==> src/l1d_cache_pkg.sv <==
// Cache geometry constants, access size encoding and the address union
// shared by the L1 data cache blocks
`default_nettype none

package l1d_cache_pkg;

  // ==========================================================================
  // Geometry
  // ==========================================================================
  localparam int ADDR_W     = 32;
  localparam int DATA_W     = 32;
  localparam int LINE_WORDS = 4;
  localparam int INDEX_W    = 6;
  localparam int OFFSET_W   = 4;
  localparam int TAG_W      = ADDR_W - INDEX_W - OFFSET_W;

  // Derived widths
  localparam int NUM_LINES = 1 << INDEX_W;
  localparam int BE_W      = DATA_W / 8;
  localparam int LANE_W    = 2;
  localparam int WSEL_W    = OFFSET_W - LANE_W;

  // ==========================================================================
  // Access size on core and memory ports
  // ==========================================================================
  typedef enum logic [1:0] {
    SIZE_BYTE = 2'b00,
    SIZE_HALF = 2'b01,
    SIZE_WORD = 2'b10
  } access_size_e;

  // Address fields, most significant first
  typedef struct packed {
    logic [TAG_W-1:0]   tag;
    logic [INDEX_W-1:0] index;
    logic [WSEL_W-1:0]  wsel;
    logic [LANE_W-1:0]  lane;
  } cache_addr_s;

  // Same address seen as a raw word or split into fields
  typedef union packed {
    logic [ADDR_W-1:0] raw;
    cache_addr_s       f;
  } cache_addr_u;

endpackage

`default_nettype wire

==> src/bank_if.sv <==
// Connection from the controller to one word bank, with the lookup tap
`timescale 1ns/1ps
`default_nettype none

interface bank_if import l1d_cache_pkg::*; ();

  logic [INDEX_W-1:0] index;
  logic               rd_en;
  // This bank's bit of the write-enable vector
  logic               we;
  logic [BE_W-1:0]    be;
  logic [DATA_W-1:0]  wdata;
  logic [DATA_W-1:0]  rdata;
  // Latched word select for the hit mux
  logic [WSEL_W-1:0]  word_sel;

  modport ctrl (
    output index, rd_en, we, be, wdata, word_sel
  );

  modport bank (
    input  index, rd_en, we, be, wdata,
    output rdata
  );

  modport lookup (
    input index, rd_en, rdata, word_sel
  );

endinterface

`default_nettype wire

==> src/l1d_word_bank.sv <==
// One word column of the data array with byte-masked write
`timescale 1ns/1ps
`default_nettype none

module l1d_word_bank import l1d_cache_pkg::*; (
  input  logic clk,
  input  logic rst,
  bank_if.bank bank
);

  logic [DATA_W-1:0] mem [NUM_LINES];

  // Masked write, registered read
  always_ff @(posedge clk)
  begin
    if (bank.we)
    begin
      for (int b = 0; b < BE_W; b++)
      begin
        if (bank.be[b])
          mem[bank.index][b*8 +: 8] <= bank.wdata[b*8 +: 8];
      end
    end
    if (bank.rd_en)
      bank.rdata <= mem[bank.index];
  end

  // Controller never overlaps a lookup read with a fill or store
  assert property (@(posedge clk) disable iff (rst) !(bank.we && bank.rd_en));

endmodule

`default_nettype wire

==> src/flat_wrapper.sv <==
// flat-port wrapper written by rule: the top's interface ports become plain ports
module l1d_word_bank_flat import l1d_cache_pkg::*;
  (clk, rst, bank_index, bank_rd_en, bank_we, bank_be, bank_wdata, bank_rdata);
  bank_if bank_i ();
  input  logic clk;
  input  logic rst;
  input wire logic [$bits(bank_i.index)-1:0] bank_index;
  input wire logic [$bits(bank_i.rd_en)-1:0] bank_rd_en;
  input wire logic [$bits(bank_i.we)-1:0] bank_we;
  input wire logic [$bits(bank_i.be)-1:0] bank_be;
  input wire logic [$bits(bank_i.wdata)-1:0] bank_wdata;
  output wire logic [$bits(bank_i.rdata)-1:0] bank_rdata;
  assign bank_i.index = bank_index;
  assign bank_i.rd_en = bank_rd_en;
  assign bank_i.we = bank_we;
  assign bank_i.be = bank_be;
  assign bank_i.wdata = bank_wdata;
  assign bank_rdata = bank_i.rdata;
  l1d_word_bank u_core (.clk(clk), .rst(rst), .bank(bank_i));
endmodule
==> config.mk <==
export PLATFORM = sky130hd
export DESIGN_NAME = l1d_word_bank_flat
export DESIGN_NICKNAME = d
export VERILOG_FILES = /design/src/l1d_cache_pkg.sv /design/src/bank_if.sv /design/src/l1d_word_bank.sv /design/src/flat_wrapper.sv
export SDC_FILE = /design/constraint.sdc
export NUM_CORES = 2
export LEC_CHECK = 0
export BUFFER_PORTS_ARGS = -buffer_cell sky130_fd_sc_hd__buf_4
export CORE_AREA = 5 5 387 389
export CTS_CLUSTER_DIAMETER = 100
export CTS_CLUSTER_SIZE = 24
export DETAILED_ROUTE_END_ITERATION = 6
export DIE_AREA = 0 0 392 394
export PLACE_DENSITY = 0.71
export SYNTH_ARGS = -nofsm -noshare
export SYNTH_HDL_FRONTEND = slang
export SYNTH_SLANG_ARGS = --single-unit
==> constraint.sdc <==
create_clock -name clk -period 7.2 [get_ports clk]
set_input_delay 0.72 -clock clk [delete_from_list [all_inputs] [get_ports clk]]
set_output_delay 0.72 -clock clk [all_outputs]
set_load 0.02 [all_outputs]
==> impl_results.md <==
* Flops & latches, synth at 2080
* Bufs on Longest Clock Path at 3
* Area grow syn2layout at 5.76%
* Final Max Tran Viols at 0
* Mean Syn Cell Area at 17.0 um2
* Initial Utilization at 54.4%
* Final Critical Period at around 4.1 ns
* Drc violations at 0
* Status: complete, no violations
* Area of the multi-input gates at between 15000 and 20000 um2
* CTS tree: built
* Highest Clock Rate at 245 MHz
* First-pass DRT Iterations at 7
* Period Utilization, post-route at about 57%
* Most instantiated cells after synthesis: 2080 x edfxtp_1, 366 x a22oi_1, 347 x nor2_1
* Worst hold path class: input pin to flop
* Ranking of synthesized cells by area: edfxtp_1 78%, a22oi_1 3.4%, mux2i_1 2.8%, a221oi_1 2.3%, nor2_1 1.6%
* Hold Buf Count CTS at 0
* Gate Count Post-Synth at 4690
* Layout cells sized above 1 at between 7 and 8%
* Number of global-route vias before repair at between 40000 and 50000
* Largest area contributor in the netlist: edfxtp_1
* Clock sinks at between 2000 and 2500
* Area share of the largest cell type after synthesis at 78.3%
* Setup TNS at 0 ns
* PwrDens at about 250 nW/um2
* Vias at roughly 45000
* Die Ht at around 400 um
* Pwr Total at around 21 mW
* Syn Nets at roughly 4700
* Max VDD drop at 0.186 mV
* Clk pin slew, worst setup/hold paths at about 0.09 ns
* Crit path DAT at between 4 and 5 ns
* Vias per cell at slightly below 7
* Cell Area, Synth at 79700 um2
* Most used standard cell by instance count after synthesis: edfxtp_1
* Crit path kind: input pin to flop
* Syn. warnings at 0
* Die width at 392 um
* Post-layout util at between 50% and 60%
* Critical Path RT at 7.65 ns
* Hold Vio Cnt, Final at 0
* H-tree Lvls at 3
* Row count at 141
* Clock Tree Root: clkbuf_16
* IO Count at between 70 and 80
* Nets@finish at 4624
* Total core area at between 100000 and 150000 um2
* Tightest Pin Transition at around 1.2 ns
* R2R depth at 6
* Max_cap viols at 0
* DRT antenna net count at 0
* RSZ-0062 raised after global routing: false
* Final-layout fill cell count at approximately 11000
* Leak at 25.6 nW
* Die area at around 150000 um2
* Initial antenna violation count at 13
* Pin count of the biggest net entering global routing at approximately 150
* First-pass GRT wire length at ~300000 um
* Storage element area at 62500 um2
* Sequential-to-total area share from yosys stat at between 70% and 80%
* Hold Crit Depth at 1
* Avg WL per Cell at about 32 um
* Final WL at approximately 210000 um
* Total Routing Usage GR at 26.6%
* Final setup violation count at 0
* Synth Flop Type: edfxtp_1
* Ys async rst share at 0%
* Overflow after GRT at 0
* Setup Skew at roughly 0.03 ns
* Placer Congestion at around 0.86
* CP Max Fanout at 90
* Clk Latency, worst-skew pair at around 0.73 ns
* PortBufs at 76
* Yosys cell types at 55
* Critical path launch point type: input pin
* Initial DRC Count at 6936
* HPWL after DPL at around 120000 um
* Post-CTS Resized at 0
* Num CTS Buffers at 96
* EDFF count, synth at between 2000 and 2500
* Post-CTS Setup Repair Bufs at 0
* Slew margin rel. at between 10% and 20%
* Nature of the critical path endpoint: flop
placed cells by master, fill, tap and decap left out, drive strengths merged, types with 17 or more instances in the layout:
master / instances
a21oi: 138
a22oi: 366
a221oi: 209
a221o: 43
mux2: 48
nor2: 348
buf: 153
mux2i: 227
nand3: 23
a222oi: 29
a31oi: 18
nand4: 17
or3: 33
a211oi: 30
clkbuf: 101
o21ai: 129
nor3: 26
nand2: 158
edfxtp: 2080
o211ai: 86
o22ai: 118
a22o: 74
power by group:
part / internal (mW) / leakage, nW / total (mW) / switching (mW)
Clock: 2.51 / 1.26 / 6.02 / 3.51
Combinational: 0.350 / 5.62 / 1.31 / 0.957
Sequential: 13.4 / 18.7 / 13.4 / 0.0488
flip-flops by register name (all words and copies together) (netlist names):
signal and count:
u_core.bank.rdata 32, u_core.mem 2048
through the flow:
step / cells / cell area [um2] / hold slack, ns / setup WS [ns]
5_1_grt: 6517 / 84300 / 0.534 / 3.00
3_5_place_dp: 6410 / 81800 / 0.724 / 2.43
2_1_floorplan: 4690 / 79700 / 0.613 / 4.36
3_3_place_gp: 6410 / 81800 / 0.718 / 2.46
4_1_cts: 6514 / 84300 / 0.510 / 3.21
6_report: 6520 / 84300 / 0.530 / 3.12
critical path, cell delays in order:
cell and delay, ns:
buf_8 0.54, buf_4 0.76, nand2b_1 0.93, o22ai_1 0.23, nor3_1 0.50, o21ai_0 0.18
or4_1 0.60
cell type report:
type,instances,area share [%]
Antenna cell,6,0.0178
Tap cell,1930,2.86
Sequential cell,2080,74.1
Inverter,1,0.00742
Clock buffer,101,3.00
Timing Repair Buffer,153,1.51
Clock inverter,3,0.0312
Multi-Input combinational cell,2246,18.5
per-layer routing:
| metal | up-vias | share of wire (%) | global-route usage, % |
|---|---|---|---|
| met1 | 22700 | 38 | 38.4 |
| met5 | - | 0.010 | 0 |
| met3 | 398 | 12 | 6.17 |
| li1 | 18900 | - | - |
| met4 | 4 | 3.4 | 8.57 |
| met2 | 2954 | 46 | 40.7 |
worst paths after layout:
path | startpoint | to | slack [ns]
worst max-delay path | bank_index[1] | u_core.bank.rdata[22] | 3.12
worst min-delay path | bank_wdata[23] | u_core.mem[23][23] | 0.53
worst max register to register | u_core.mem[4][29] | u_core.bank.rdata[29] | 4.72
worst min register to register | u_core.mem[8][17] | u_core.bank.rdata[17] | 0.74
cells by family (layout without fill, tap and decap cells):
| group | Yosys count | count (layout) | share of synthesized area (%) |
|---|---|---|---|
| AOI/OAI and AO/OA | 1296 | 1296 | 12.0 |
| buffers and inverters | 364 | 258 | 2.26 |
| DFF | 2080 | 2080 | 78.3 |
| muxes | 285 | 285 | 3.82 |
| other | 0 | 6 | 0 |
| and+or+nand+nor | 665 | 665 | 3.63 |
No activity file was read; power rests on OpenSTA's default activity.
